## src/objPkg.sv

```systemverilog
//--------------------
// Sprite attribute word layout and its two views
// Tile and row types, ROM and CPU address widths
//--------------------

package objPkg;

	localparam int attrAddrWidth = 9;   // 512 CPU bytes
	localparam int romAddrWidth  = 17;  // {tile, row in tile, word}
	localparam int romDataWidth  = 16;  // Four 4-bit pixels per word

	typedef logic [10:0] tileNum;       // {tileHi, tileLo}
	typedef logic [4:0]  objRow;        // Row 0..31 within a sprite

	// Field view, byte 3 down to byte 0
	typedef struct packed {
		logic [7:0] xPos;               // Byte 3
		logic [7:0] tileLo;             // Byte 2
		logic       doubleHeight;       // Byte 1 bit 7
		logic       flipX;
		logic [2:0] palette;
		logic [2:0] tileHi;
		logic [7:0] yPos;               // Byte 0
	} objFields;

	// One attribute word, seen as CPU bytes or as sprite fields
	typedef union packed {
		logic [3:0][7:0] bytes;
		objFields        f;
	} objAttr;

endpackage

```

## src/videoPkg.sv

```systemverilog
//--------------------
// Line geometry, pixel and line-buffer entry types
//--------------------

package videoPkg;

	localparam int lineWidth = 256;     // One buffer entry per x

	typedef logic [7:0] xCoord;         // Wraps modulo 256
	typedef logic [3:0] pixelColor;

	// {palette 3, color 4}
	typedef logic [6:0] lineEntry;

	localparam pixelColor transparent = 4'd0;
	localparam lineEntry  emptyEntry  = 7'd0;   // Nothing drawn here

endpackage

```

## src/objLineScanner.sv

```systemverilog
//--------------------
// Per-line sprite scan
// Vertical hit test and draw job issue
//--------------------

module objLineScanner #(
	parameter int numObj = 128
) (
	input  logic                      clk,
	input  logic                      reset,
	input  logic                      lineStart,
	input  logic [7:0]                lineNum,
	input  objPkg::objAttr            scanAttr,
	input  logic                      drawAck,
	output logic [$clog2(numObj)-1:0] scanIndex,
	output logic                      drawReq,
	output objPkg::tileNum            drawTile,
	output objPkg::objRow             drawRow,
	output logic [2:0]                drawPalette,
	output logic                      drawFlip,
	output videoPkg::xCoord           drawX,
	output logic                      lineDone
);

	localparam int idxWidth = $clog2(numObj);

	localparam logic [2:0] sIdle    = 3'd0;
	localparam logic [2:0] sRead    = 3'd1;   // Address out, RAM latency
	localparam logic [2:0] sTest    = 3'd2;   // Attribute valid
	localparam logic [2:0] sWaitAck = 3'd3;
	localparam logic [2:0] sWaitRel = 3'd4;

	logic [2:0] state;
	logic [7:0] lineReg;
	logic [7:0] rowSum;
	logic       hit;
	logic       lastObj;
	logic       advance;

	// --------------------
	// Vertical hit test
	assign rowSum  = lineReg + scanAttr.f.yPos;   // Wraps mod 256
	assign hit     = (rowSum[7:5] == 3'd0) && (!rowSum[4] || scanAttr.f.doubleHeight);
	assign lastObj = (scanIndex == idxWidth'(numObj - 1));

	// Move on after a miss, or once the fetcher has released
	assign advance = ((state == sTest) && !hit) || ((state == sWaitRel) && !drawAck);

	// --------------------
	// Sequencer
	always_ff @(posedge clk) begin
		if (reset) begin
			state     <= sIdle;
			scanIndex <= '0;
			drawReq   <= 1'b0;
			lineDone  <= 1'b0;
		end else begin
			lineDone <= 1'b0;
			case (state)
				sIdle: if (lineStart) begin
					scanIndex <= '0;
					state     <= sRead;
				end
				sRead: state <= sTest;
				sTest: if (hit) begin
					drawReq <= 1'b1;   // Stall here until job done
					state   <= sWaitAck;
				end
				sWaitAck: if (drawAck) begin
					drawReq <= 1'b0;
					state   <= sWaitRel;
				end
				default: ;
			endcase
			if (advance) begin
				if (lastObj) begin
					lineDone <= 1'b1;
					state    <= sIdle;
				end else begin
					scanIndex <= scanIndex + 1'b1;
					state     <= sRead;
				end
			end
		end
	end

	// Line number and job fields, held while drawReq is up
	always_ff @(posedge clk) begin
		if (state == sIdle && lineStart) lineReg <= lineNum;
		if (state == sTest && hit) begin
			drawTile    <= {scanAttr.f.tileHi, scanAttr.f.tileLo};
			drawRow     <= rowSum[4:0];
			drawPalette <= scanAttr.f.palette;
			drawFlip    <= scanAttr.f.flipX;
			drawX       <= scanAttr.f.xPos;
		end
	end

endmodule

```

## config.mk

```make
export PLATFORM = sky130hd
export DESIGN_NAME = objLineScanner
export DESIGN_NICKNAME = d
export VERILOG_FILES = /design/src/objPkg.sv /design/src/videoPkg.sv /design/src/objLineScanner.sv
export SDC_FILE = /design/constraint.sdc
export NUM_CORES = 1
export LEC_CHECK = 0
export ABC_AREA = 1
export BUFFER_PORTS_ARGS = -buffer_cell sky130_fd_sc_hd__buf_2
export CAP_MARGIN = 5
export CORE_ASPECT_RATIO = 0.5
export CORE_MARGIN = 2
export CORE_UTILIZATION = 48
export DETAILED_ROUTE_END_ITERATION = 8
export HOLD_SLACK_MARGIN = 0.06
export PLACE_DENSITY = 0.87
export SKIP_LAST_GASP = 1
export SLEW_MARGIN = 30
export SYNTH_ARGS = -nofsm -noshare
export SYNTH_HDL_FRONTEND = slang
export SYNTH_SLANG_ARGS = --single-unit
export TNS_END_PERCENT = 50
```

## constraint.sdc

```tcl
create_clock -name clk -period 4.2 [get_ports clk]
set_input_delay 1.26 -clock clk [delete_from_list [all_inputs] [get_ports clk]]
set_output_delay 1.26 -clock clk [all_outputs]
set_load 0.02 [all_outputs]
```

# == After elaboration in Yosys (flattened, before gate mapping) ==
# Index checks and enable logic that the tools add are counted.
# totals
ff_bits,48
inputBits,44
output_inout_bits,37
elab_cells,54
# op_classes
add_sub_neg,2
n_eq_ne,10
n_mux,14
bitwise,1
n_reduce_logical,17
# ops
op,n
2-to-1 mux 7 bit,4
2-to-1 mux 3 bit,4
case mux 3 bit (4 select lines),1
inequality test 3 bit (second input constant),3
adder 8 bit,1
adder 7 x 1 -> 7 bit (second input constant),1
== test 7 bit (second input constant),1
== test 3 x 2 -> 1 bit (second input constant),2
zero test 3 bit,2
logical AND 1 bit,5
nonzero test 5 bit,1
2-to-1 mux 1 bit,4
inequality test 2 bit (second input constant),2
AND reduction 4 bit,1
== test 3 x 1 -> 1 bit (second input constant),1
== test 3 bit (second input constant),1
zero test 1 bit,3
AND reduction 3 bit,1
logical OR 1 bit,2
case mux 1 bit (2 select lines),1
nonzero test 2 bit,1
OR reduction 2 bit,1
inverter 1 bit,1

# == Longest topological paths before layout ==
# Gate-level depths: netlist of the first run.
# logic_depth
ltp_word,9
ltp_mapped,17
ltp_nobuf,17

# == Least setup slack after synthesis of the first run ==
# OpenSTA, ideal clock, no wires.
# synth_timing
kind,input to register
startpoint,in scanAttr[0] in the netlist's numbering
endpoint,"reg drawFlip, enable pin"
t_arrival_ns,3.011
t_required_ns,3.817
setup_slack_ns,0.806
path_stages,12
path_cell_list,ha_1 > inv_1 > fa_1 > inv_1 > nand2_1 > nand2_1 > nand3_1 > nand3_1 > nand2_1 > nor2_2 > nand4_1 > inv_1
# synth_via
elab_chain_len,5
word_cells_on_any_way,6
classes_between,add/sub: 1; reduce/logical: 5
# synth_rtl
element,line_no,rtl
start: declaration,objLineScanner.sv:13,"input objPkg::objAttr scanAttr,"
adder 8 bit (*),objLineScanner.sv:42,assign rowSum = lineReg + scanAttr.f.yPos;
zero test 1 bit,objLineScanner.sv:43,assign hit = (rowSum[7:5] == 3'd0) && (!rowSum[4] || scanAttr.f.doubleHeight);
logical OR 1 bit,objLineScanner.sv:43,
logical AND 1 bit (*),objLineScanner.sv:43,
logical AND 1 bit (*),objLineScanner.sv:90,if (state == sTest && hit) begin
end signal: assignment,objLineScanner.sv:94,drawFlip <= scanAttr.f.flipX;
end: declaration,objLineScanner.sv:20,"output logic drawFlip,"
# Every way passes the cells marked *; elsewhere a longest branch is shown, timed or not.
# A chain may end at the register's enable or synchronous reset.

# == Worst setup path after layout of the first run ==
# layout_timing
startpoint,in scanAttr[0] in the netlist's numbering
endpoint,"reg drawTile[6], enable pin"
# layout_via
elab_chain_len,5
word_cells_on_any_way,6
classes_between,add/sub: 1; reduce/logical: 5
# layout_rtl
element,line_no,rtl
adder 8 bit (*),objLineScanner.sv:42,
zero test 1 bit,objLineScanner.sv:43,
logical OR 1 bit,objLineScanner.sv:43,
logical AND 1 bit (*),objLineScanner.sv:43,
logical AND 1 bit (*),objLineScanner.sv:90,
end signal: assignment,objLineScanner.sv:91,"drawTile <= {scanAttr.f.tileHi, scanAttr.f.tileLo};"
end: declaration,objLineScanner.sv:17,"output objPkg::tileNum drawTile,"
# Marked as above.

==> results.md, run 1 <==
* CTS tree: yes
* Pre-CTS WS at 792 ps
* Setup slack after layout at 1120 ps
* Crit path max-delay cell type: fa_1
* Setup bufs post-CTS at 0
* Area Growth Syn to Fin at 25.9%
* Simple-gate share of the synthesized area at 0.186
* Leak at 1.23 nW
* Hold Vio Cnt, Final at 0
* Synthesized Nets at 256
* Unrepaired setup endpoints after global routing: no
* Clk sinks at 48
* CTS Buffer Depth at 2
* Netlist cell types at 25
* Worst Path Required at 4170 ps
* Crit end category: flip-flop
* Tot Pwr at 1.26 mW
* Detailed Route Iter0 Violations at 127
* First drt pass iteration count at 4
* Crit Path Category: in2reg
* Routed WL at 4.48 mm
* Worst-path fanout max at 28
* FMAX at 324 MHz
* Post-route cell area at 0.00269 mm^2
* Yosys top cell by area: edfxtp_1
* Fin. max-slew vios at 0
* HP Class: reg2reg
* DIE WIDTH at 98.3 um
* Adder-cell share of the synthesized area at 0.0563
* Cell breakdown of the critical path: buf_2, ha_1, inv_1, fa_1, inv_1, nand2_1, nand2_1, nand3_1, nand3_1, nand2_1, nor2_2, nand4_1, inv_1, buf_4
* CP Buf/Inv Count at 5
* Routed len/inst at 12.9 um
* Final Critical Period at ~3100 ps
* Die area at 0.00503 mm^2
* Ant. Diodes at 0
* Core region area at 0.00434 mm^2
* First-pass GRT wire length at 6.79 mm
* Routability Congestion at 0.875
* CTS root buf: clkbuf_8
* Vias in the first global route at around 1,600
* Syn Area/Cell at 10.5 um^2
* Utilization after layout at 0.619
* Seq cells post-synth at 48
* Hold buffers post-CTS at 0
* Setup tns final at 0 ps
* Sequential cell area at 0.00132 mm^2
* DRC viols at 0
* Main combinational cell family by area after synthesis: simple AND/OR/NAND/NOR gates
* Placement Rows at 17
* Total grt overflow at 0
* Synthesis Warnings at 0
* Vias per Instance at 4.77
* CTS buffer count at 5
* Vias after detailed routing at 1,656
* # port buffers at 80
* Routed Antenna Nets at 0
* Xor/xnor share of the synthesized area at 0.0328
* Netlist Area Pre-Place at 0.00213 mm^2
* DIE HEIGHT at about 50 um
* Largest cells by area after synthesis: edfxtp_1 (51%), dfxtp_1 (11%), nand2_1 (6.0%), inv_1 (5.3%), ha_1 (4.7%)
* Worst Tran Pin Value at 434 ps
* Clk_skew at 5.25 ps
* WP data arrival at 3050 ps
* Detail Placement HPWL at around 3.5 mm
* Crit-path leading delay family: buffers and inverters
* Final setup viols at 0
* Slew Limit Headroom at 0.709
* Post-CTS Resized at 0
* Reg2Reg Setup Slack at between 1500 and 2000 ps
* Nets at 343
* CTS clk-pin slew, worst paths at 80 ps
* Synth Area in Compound Gates at 0.0475
* Starting Density at 0.492
* Seq/Total Area, Yosys at 0.619
* Startpoint Class: input port
* Clock H-tree levels at 2
* Worst path max stage delay at 390 ps
* Synth top area share at 0.506
* Skew-Pair Late Insertion Delay at approximately 300 ps
* Multi-input gate area at 689 um^2
* Max-cap violations at 0
* Worst IR Drop VDD at 0.000202 V
* Run status: finished, final reports clean
* Post-synthesis mux area share at 0
* Cells after synthesis at 203
* Dpl cell area at 0.00261 mm^2
* FILL cells at 353
* Overall routing resource usage at 0.178
* Initial antenna violation count at 0
* Power Density at around 470 mW/mm^2
* IO Pins at 81
* Layout cells sized above 1 at 0.338
* Fin crit share at 0.734
* Largest net degree at the start of global routing at 29
## through the flow
| stage | hold slack [ps] | std cells |
|---|---|---|
| floorplan | 498 | 203 |
| global placement | 464 | 340 |
| detailed placement | 466 | 340 |
| CTS | 479 | 347 |
| global route | 506 | 347 |
| finish | 474 | 347 |
## tightest hold or removal path: stages, from the launching register on
cell	delay (ps)
dfxtp_1	320
nand2_1	60
a21oi_1	50
## per-layer routing
metal	global-route usage	wire (um)
met4	0.0982	103
met3	0.0383	324
met1	0.191	1760
met5	0	0
met2	0.336	2290
## cells in the mapped netlist
master and number:
a21oi_1 12, nand3_2 1, nor2_1 19, edfxtp_1 36
and2_1 1, nand4_1 3, o21ai_1 1, or2_2 1
o21ai_0 4, dfxtp_1 12, inv_1 30, buf_1 1
nand3_1 18, a21oi_2 1, xnor2_1 3, nor2_2 1
ha_1 8, nand2_1 34, xor2_1 5, nor3_1 3
inv_2 2, nand2_4 3, a22oi_1 1, nand2_2 2
fa_1 1
## layout make-up
class                      instances  share of cell area
multi-input combinational        122               0.257
timing repair buffer              81               0.152
clock buffer                       6              0.0270
tap                               57              0.0265
sequential                        48               0.492
clock inverter                     1             0.00186
inverter                          32              0.0447
## power by group
group | total [mW] | switching [mW] | internal (mW) | leakage, nW
sequential | 0.607 | 0.0296 | 0.578 | 0.425
clock | 0.256 | 0.142 | 0.113 | 0.0410
combinational | 0.397 | 0.259 | 0.138 | 0.768
total | 1.26 | 0.431 | 0.830 | 1.23
## worst paths after layout
check	startpoint	to	cells past startpoint
setup / recovery	scanAttr[0]	drawTile[6]	14
hold / removal	drawReq	drawReq	2
setup reg to reg	lineReg[0]	drawTile[6]	13
hold reg to reg	drawReq	drawReq	2
## cells in the final DEF, fill, tap and decap left out, types with 2 or more instances in the layout
cell and n:
dfxtp_1 12, clkbuf_8 5, nand2_2 2, inv_1 30
edfxtp_1 36, ha_1 8, inv_2 2, nand4_1 3
a21oi_1 12, nand3_1 18, xnor2_1 3, nor3_1 3
o21ai_0 4, xor2_1 5, nand2_1 34, nand2_4 3
buf_2 80, nor2_1 19
## flip-flops by register name, indices dropped and copies added, names as in the netlist
signal / count
drawFlip: 1
drawReq: 1
drawX: 8
drawTile: 11
lineDone: 1
drawRow: 5
drawPalette: 3
state: 3
lineReg: 8
scanIndex: 7
## kinds of logic after synthesis
logic type,Yosys count
AO/OA/AOI/OAI,19
XOR/XNOR,8
adder cells (fa/ha/maj),9
buffers and inverters,33
flip-flops,48
AND/OR/NAND/NOR,86
Note: power is estimated with default switching activity, not from simulation.
==> run 2: changes to the inputs <==
- ABC_AREA: 1 -> 0
- CORE_UTILIZATION: 48 -> 49
- PLACE_DENSITY: 0.87 -> 0.88
- clock period: 4.2 -> 3 ns (I/O delays scaled with it)
==> results.md, run 2 <==
* Run status: finished, final reports clean (unchanged)
* Cells after synthesis at 178 (was 203)
* Synth async-reset ratio at 0 (unchanged)
* Crit path max-delay cell type: fa_2 (was fa_1)
* Syn Area/Cell at 12.4 um^2 (was 10.5 um^2)
* Largest net degree at the start of global routing at 29 (unchanged)
* Switching pwr at 0.382 mW (was 0.431 mW)
* Clock H-tree levels at 2 (unchanged)
* Commonest non-fill, non-tap cell in the layout: buf_2 (unchanged)
* Fin. max-slew vios at 0 (unchanged)
* Crit end category: flip-flop (unchanged)
* Setup slack after layout at 186 ps (was 1120 ps)
* CTS Buffer Depth at 2 (unchanged)
* Sequential cell area at 0.00132 mm^2 (unchanged)
* Dpl cell area at 0.00277 mm^2 (was 0.00261 mm^2)
* Final Critical Period at 2810 ps
* Placement Rows at 17 (unchanged)
* HP Class: reg2reg (unchanged)
* Vias per Instance at 5.31 (was 4.77)
* Hold buffers post-CTS at 0 (unchanged)
* Crit Path Category: in2reg (unchanged)
* Most frequent cells in the layout: buf_2 (80), edfxtp_1 (36), nor2_1 (14), dfxtp_1 (12), o21ai_0 (11) (was buf_2 (80), edfxtp_1 (36), nand2_1 (34), inv_1 (30), nor2_1 (19))
* DIE WIDTH at 98.9 um (was 98.3 um)
* Total grt overflow at 0 (unchanged)
* Post-route cell area at 0.00286 mm^2 (was 0.00269 mm^2)
* Ys flop type: edfxtp_1 (unchanged)
* Worst Path Required at 3000 ps (was 4170 ps)
* Detail Placement HPWL at 3.35 mm (was 3.46 mm)
* Cell depth of the worst flop-to-flop path at 10 (was 13)
* Routed WL at 4.46 mm (was 4.48 mm)
* Core region area at 0.00436 mm^2 (was 0.00434 mm^2)
* Synthesized Nets at 231 (was 256)
* Cell breakdown of the critical path: buf_2, ha_4, inv_2, fa_2, nand2b_4, a21oi_4, xor2_1, a21oi_2, nand3_2, nor2_4, buf_12 (was buf_2, ha_1, inv_1, fa_1, inv_1, nand2_1, nand2_1, nand3_1, nand3_1, nand2_1, nor2_2, nand4_1, inv_1, buf_4)
* CTS root buf: clkbuf_8 (unchanged)
* Skew-Pair Late Insertion Delay at 300 ps (about the same)
* Nets at 321 (was 343)
* Reg2Reg Setup Slack at 490 ps (was 1810 ps)
* Vias after detailed routing at 1,732 (was 1,656)
* Max-cap violations at 0 (unchanged)
* Clk_skew at 9.95 ps (was 5.25 ps)
* Routed Antenna Nets at 0 (unchanged)
* WHS Endpoint: drawReq (unchanged)
* Combinational fraction of design power at 0.193 (was 0.315)
* DRC viols at 0 (unchanged)
* Hold WS at 507 ps (was 474 ps)
* Detailed Route Iter0 Violations at 76 (was 127)
* Slew Limit Headroom at 0.705 (was 0.709)
* Worst-path fanout max at 28 (unchanged)
* Yosys top cell by area: edfxtp_1 (unchanged)
* FMAX at between 300 and 400 MHz
* Largest cells by area after synthesis: edfxtp_1 (49%), dfxtp_1 (11%), ha_1 (4.5%), nor2_1 (2.6%), o21ai_0 (2.5%) (was edfxtp_1 (51%), dfxtp_1 (11%), nand2_1 (6.0%), inv_1 (5.3%), ha_1 (4.7%))
* Starting Density at 0.506 (was 0.492)
* WHS Path Cells at 1 (was 2)
* Seq cells post-synth at 48 (unchanged)
* Setup bufs post-CTS at 0 (unchanged)
* Area Growth Syn to Fin at 29.6% (was 25.9%)
* Worst IR Drop VDD at 0.000217 V (was 0.000202 V)
* Seq/Total Area, Yosys at 0.599 (was 0.619)
* Routability Congestion at 0.857 (was 0.875)
* Post-synth top cells: edfxtp_1 (36), nor2_1 (15), dfxtp_1 (12) (was edfxtp_1 (36), nand2_1 (34), inv_1 (30))
* Worst path max stage delay at 360 ps (was 390 ps)
* CTS buffer count at 5 (unchanged)
* HP Start: drawReq (unchanged)
* Initial antenna violation count at 0 (unchanged)
* CTS tree: yes (unchanged)
* Post-CTS Resized at 0 (unchanged)
* Worst Tran Pin Value at 440 ps (was 434 ps)
* # port buffers at 80 (unchanged)
* Die area at 0.00509 mm^2 (was 0.00503 mm^2)
* First-pass GRT wire length at 6.89 mm (was 6.79 mm)
* FILL cells at 321 (was 353)
* Startpoint Class: input port (unchanged)
* Overall routing resource usage at 0.175 (was 0.178)
* Leak at 1.17 nW (was 1.23 nW)
* Seq pwr share at 0.540 (was 0.482)
* Clk sinks at 48 (unchanged)
* Netlist Area Pre-Place at 0.00221 mm^2 (was 0.00213 mm^2)
* DIE HEIGHT at 51.4 um (was 51.2 um)
* RR Startpoint: lineReg[0] (unchanged)
* WP data arrival at 2810 ps (was 3050 ps)
* EDFF count, synth at 36 (unchanged)
* Synth top area share at 0.490 (was 0.506)
* Ant. Diodes at 0 (unchanged)
* Hold Vio Cnt, Final at 0 (unchanged)
* Layout cells sized above 1 at 0.424 (was 0.338)
* Fin crit share at 0.938
* Final setup viols at 0 (unchanged)
* Largest register FFs at 11 (unchanged)
* Routed len/inst at 13.7 um (was 12.9 um)
* Vias in the first global route at 1,623 (was 1,567)
* Pre-CTS WS at -90.3 ps (was 792 ps)
* Most numerous cell in the Yosys netlist: edfxtp_1 (unchanged)
* First drt pass iteration count at 4 (unchanged)
* Most flops, register: drawTile (unchanged)
* Unrepaired setup endpoints after global routing: no (unchanged)
* Netlist cell types at 47 (was 25)
* Int Pwr at 1.03 mW (was 0.830 mW)
* Multi-input gate area at 868 um^2 (was 689 um^2)
* Clock power frac at 0.267 (was 0.203)
* Sw frac at 0.271 (was 0.342)
* CTS clk-pin slew, worst paths at 90 ps (was 80 ps)
* IO Pins at 81 (unchanged)
* Biggest regs: drawTile x11, drawX x8, lineReg x8 (unchanged)
* Power Density at 492 mW/mm^2 (was 469 mW/mm^2)
* Synthesis Warnings at 0 (unchanged)
* RR Endpoint: drawRow[1] (was drawTile[6])
[run 2: cell types whose count changed in the layout (fill, tap and decap cells not counted), sizes merged, moves of 4 or more]
| cell | change |
|---|---|
| a31oi | +4 |
| buf | +7 |
| inv | -22 |
| nand2 | -34 |
| nand2b | +4 |
| nand3 | -16 |
| nor2 | -5 |
| nor2b | +5 |
| o211ai | +6 |
| o21ai | +8 |
[run 2: cell type report]
type | instances | share of cell area
Multi-Input combinational cell | 115 | 0.304
Clock inverter | 3 | 0.00656
Timing Repair Buffer | 88 | 0.165
Sequential cell | 48 | 0.462
Tap cell | 57 | 0.0249
Clock buffer | 5 | 0.0241
Inverter | 10 | 0.0131
[run 2: critical path: cells and delay by family]
kind / cells / cell delay (ps)
adder cells (fa/ha/maj): 2 / 490
XOR/XNOR: 1 / 130
AO/OA/AOI/OAI: 2 / 480
buffers and inverters: 3 / 340
AND/OR/NAND/NOR: 3 / 460
[run 2: how the worst max path moves through the flow]
stage | start | endpoint | cells past startpoint
after global routing | scanAttr[0] | scanIndex[3] | 12
after floorplan | scanAttr[0] | drawFlip | 9
after detailed placement | scanAttr[0] | drawTile[0] | 11
final | scanAttr[0] | drawRow[1] | 11
after global placement | scanAttr[0] | drawX[5] | 11
after CTS | scanAttr[0] | scanIndex[3] | 12
[run 2: routing by layer]
metal / track usage / wire length, um
met5: 0 / 0
met4: 0.0776 / 48
met3: 0.0547 / 361
met2: 0.303 / 2210
met1: 0.205 / 1840
[run 2: stage by stage]
stage / total power, mW / cells / utilization / setup TNS [ps]
CTS: 1.42 / 326 / 0.656 / 0
global placement: 1.03 / 318 / 0.636 / 0
floorplan: 0.954 / 178 / - / -2810
detailed placement: 1.04 / 318 / 0.636 / -2720
global route: 1.47 / 326 / 0.656 / 0
finish: 1.41 / 326 / 0.656 / 0
[run 2: cell families (layout without fill, tap and decap cells)]
group                      after synthesis  in the layout  share of synthesized area
and+or+nand+nor                         56             56                      0.144
DFF                                     48             48                      0.599
AOI/OAI and AO/OA                       44             44                      0.141
buffers and inverters                   15            106                     0.0352
adders and majority gates                9              9                     0.0545
xor gates and xnor gates                 6              6                     0.0272
[run 2: power by group through the flow]
stage          Sequential, mW  Combinational [mW]  Clock, mW
2_1_floorplan           0.778               0.176          0
3_3_place_gp            0.773               0.257          0
3_5_place_dp            0.775               0.269          0
4_1_cts                 0.760               0.271      0.387
5_1_grt                 0.762               0.296      0.410
6_report                0.760               0.272      0.376
==> run 3: changes to the inputs <==
--- a/config.mk
+++ b/config.mk
@@ -11,9 +11,8 @@
 export CORE_ASPECT_RATIO = 0.5
 export CORE_MARGIN = 2
-export CORE_UTILIZATION = 49
+export CORE_UTILIZATION = 48
 export DETAILED_ROUTE_END_ITERATION = 8
 export HOLD_SLACK_MARGIN = 0.06
-export PLACE_DENSITY = 0.88
-export SKIP_LAST_GASP = 1
+export PLACE_DENSITY = 0.87
 export SLEW_MARGIN = 30
 export SYNTH_ARGS = -nofsm -noshare
==> constraint.sdc (replaced) <==
create_clock -name clk -period 3 [get_ports clk]
set_input_delay 0.45 -clock clk [delete_from_list [all_inputs] [get_ports clk]]
set_output_delay 0.45 -clock clk [all_outputs]
set_load 0.02 [all_outputs]
==> results.md, run 3 (same netlist as run 2, synthesis figures left out) <==
* CP Buf/Inv Count at 2 (was 3)
* Routed len/inst at 13.9 um (was 13.7 um)
* Nets at 316 (was 321)
* First drt pass iteration count at 4 (unchanged)
* Setup tns final at 0 ps (unchanged)
* Clk sinks at 48 (unchanged)
* Slew Limit Headroom at 0.692 (was 0.705)
* Power Density at 529 mW/mm^2 (was 492 mW/mm^2)
* Layout cells sized above 1 at 0.398 (was 0.424)
* # port buffers at 80 (unchanged)
* Post-Place Cells at 313 (was 318)
* Cell breakdown of the critical path: ha_1, inv_1, fa_1, nand2b_1, a21oi_2, a2111oi_2, nor3_2, nand3_1, nor2_4, buf_12 (was buf_2, ha_4, inv_2, fa_2, nand2b_4, a21oi_4, xor2_1, a21oi_2, nand3_2, nor2_4, buf_12)
* Routability Congestion at 0.776 (was 0.857)
* WP data arrival at 2680 ps (was 2810 ps)
* Worst-path fanout max at 28 (unchanged)
* DRC viols at 0 (unchanged)
* Unrepaired setup endpoints after global routing: no (unchanged)
* Leak at 1.15 nW (was 1.17 nW)
* IO Pins at 81 (unchanged)
* Crit Path Category: reg2reg (was in2reg)
* HP Class: in2reg (was reg2reg)
* CTS buffer count at 5 (unchanged)
* Starting Density at 0.501 (was 0.506)
* FILL cells at 331 (was 321)
* Hold Vio Cnt, Final at 0 (unchanged)
* Crit end category: flip-flop (unchanged)
* Most flops, register: drawTile (unchanged)
* CTS Buffer Depth at 2 (unchanged)
* Clk_skew at 8.64 ps (was 9.95 ps)
* Vias after detailed routing at 1,699 (was 1,732)
* FMAX at 376 MHz (was 355 MHz)
* Worst Path Required at 3020 ps (was 3000 ps)
* Largest net degree at the start of global routing at 29 (unchanged)
* Area Growth Syn to Fin at 27.0% (was 29.6%)
* DIE HEIGHT at 51.9 um (was 51.4 um)
* Crit path max-delay cell type: fa_1 (was fa_2)
* Total grt overflow at 0 (unchanged)
* DIE WIDTH at 99.9 um (was 98.9 um)
* Setup bufs post-CTS at 0 (unchanged)
* Worst Tran Pin Value at 460 ps (was 440 ps)
* CTS clk-pin slew, worst paths at 90 ps (about the same)
* Routed Antenna Nets at 0 (unchanged)
* Most frequent cells in the layout: buf_2 (80), edfxtp_1 (36), nor2_1 (14), dfxtp_1 (12), o21ai_0 (11) (unchanged)
* Biggest regs: drawTile x11, drawX x8, lineReg x8 (unchanged)
* Core region area at 0.00440 mm^2 (was 0.00436 mm^2)
* Vias in the first global route at 1,568 (was 1,623)
* Fin crit share at 0.887 (was 0.938)
* Vias per Instance at 5.29 (was 5.31)
* Largest register FFs at 11 (unchanged)
* First-pass GRT wire length at 7.01 mm (was 6.89 mm)
* Skew-Pair Late Insertion Delay at 310 ps (was 300 ps)
* Die area at 0.00519 mm^2 (was 0.00509 mm^2)
* Worst IR Drop VDD at 0.000231 V (was 0.000217 V)
* Crit-path leading delay family: simple AND/OR/NAND/NOR gates (was adder cells)
* Max-cap violations at 0 (unchanged)
* CTS root buf: clkbuf_8 (unchanged)
* Worst path max stage delay at 390 ps (was 360 ps)
* Initial antenna violation count at 0 (unchanged)
* Placement Rows at 17 (unchanged)
* Startpoint Class: flip-flop (was input port)
* Filler-free cell count of the finished design at 321 (was 326)
* Detail Placement HPWL at 3.42 mm (was 3.35 mm)
* Fin. max-slew vios at 0 (unchanged)
* Commonest non-fill, non-tap cell in the layout: buf_2 (unchanged)
* Final Critical Period at 2660 ps (was 2810 ps)
* Routed WL at 4.47 mm (was 4.46 mm)
* Run status: finished, final reports clean (unchanged)
* Overall routing resource usage at 0.182 (was 0.175)
* Clock H-tree levels at 2 (unchanged)
* CTS tree: yes (unchanged)
* Post-CTS Resized at 0 (unchanged)
* Final setup viols at 0 (unchanged)
* Hold buffers post-CTS at 0 (unchanged)
* Ant. Diodes at 0 (unchanged)
* Detailed Route Iter0 Violations at 49 (was 76)
## run 3: worst paths after layout
kind / start / cells after the start / slack (ps) / end
max: lineReg[0] / 10 / 340 / drawX[3]
min: scanAttr[23] / 1 / 310 / drawTile[7]
max reg2reg: lineReg[0] / 10 / 340 / drawX[3]
min reg2reg: drawReq / 1 / 510 / drawReq
## run 3: metal layers
metal / vias up / wire length (um) / GRT usage
met4: 0 / 55 / 0.0662
met5: - / 0 / 0
met3: 5 / 304 / 0.0699
li1: 836 / - / -
met2: 57 / 2270 / 0.319
met1: 801 / 1840 / 0.208
## run 3: report_power, final
group	total [mW]	leakage, nW	switching, mW	internal, mW
registers	0.759	0.425	0.0160	0.743
logic	0.242	0.674	0.138	0.104
clock network	0.481	0.0548	0.230	0.251
## run 3: per-stage QoR
| step | area [um^2] | hold WS, ps | util | total power, mW | setup WS, ps |
|---|---|---|---|---|---|
| finish | 2800 | 309 | 0.636 | 1.48 | 340 |
| global route | 2800 | 288 | 0.636 | 1.54 | 123 |
| CTS | 2800 | 300 | 0.636 | 1.49 | 332 |
| detailed placement | 2690 | 494 | 0.610 | 1.02 | 136 |
| global placement | 2690 | 483 | 0.610 | 1.00 | 226 |
| floorplan | 2210 | 513 | - | 0.940 | 181 |
## run 3: area by class of cell
class / count / area, um^2 / share of cell area
Inverter: 10 / 37.5 / 0.0134
Multi-Input combinational cell: 115 / 821 / 0.293
Clock buffer: 5 / 68.8 / 0.0246
Clock inverter: 3 / 46.3 / 0.0165
Sequential cell: 48 / 1320 / 0.472
Tap cell: 57 / 71.3 / 0.0255
Timing Repair Buffer: 83 / 435 / 0.155
## run 3: worst reg2reg max path: cells and delay by family, from the launching register on
| family | cells | cell delay, ps |
|---|---|---|
| DFF | 1 | 340 |
| adders and majority gates | 2 | 600 |
| and+or+nand+nor | 4 | 860 |
| AOI/OAI and AO/OA | 2 | 300 |
| buffers and inverters | 2 | 270 |
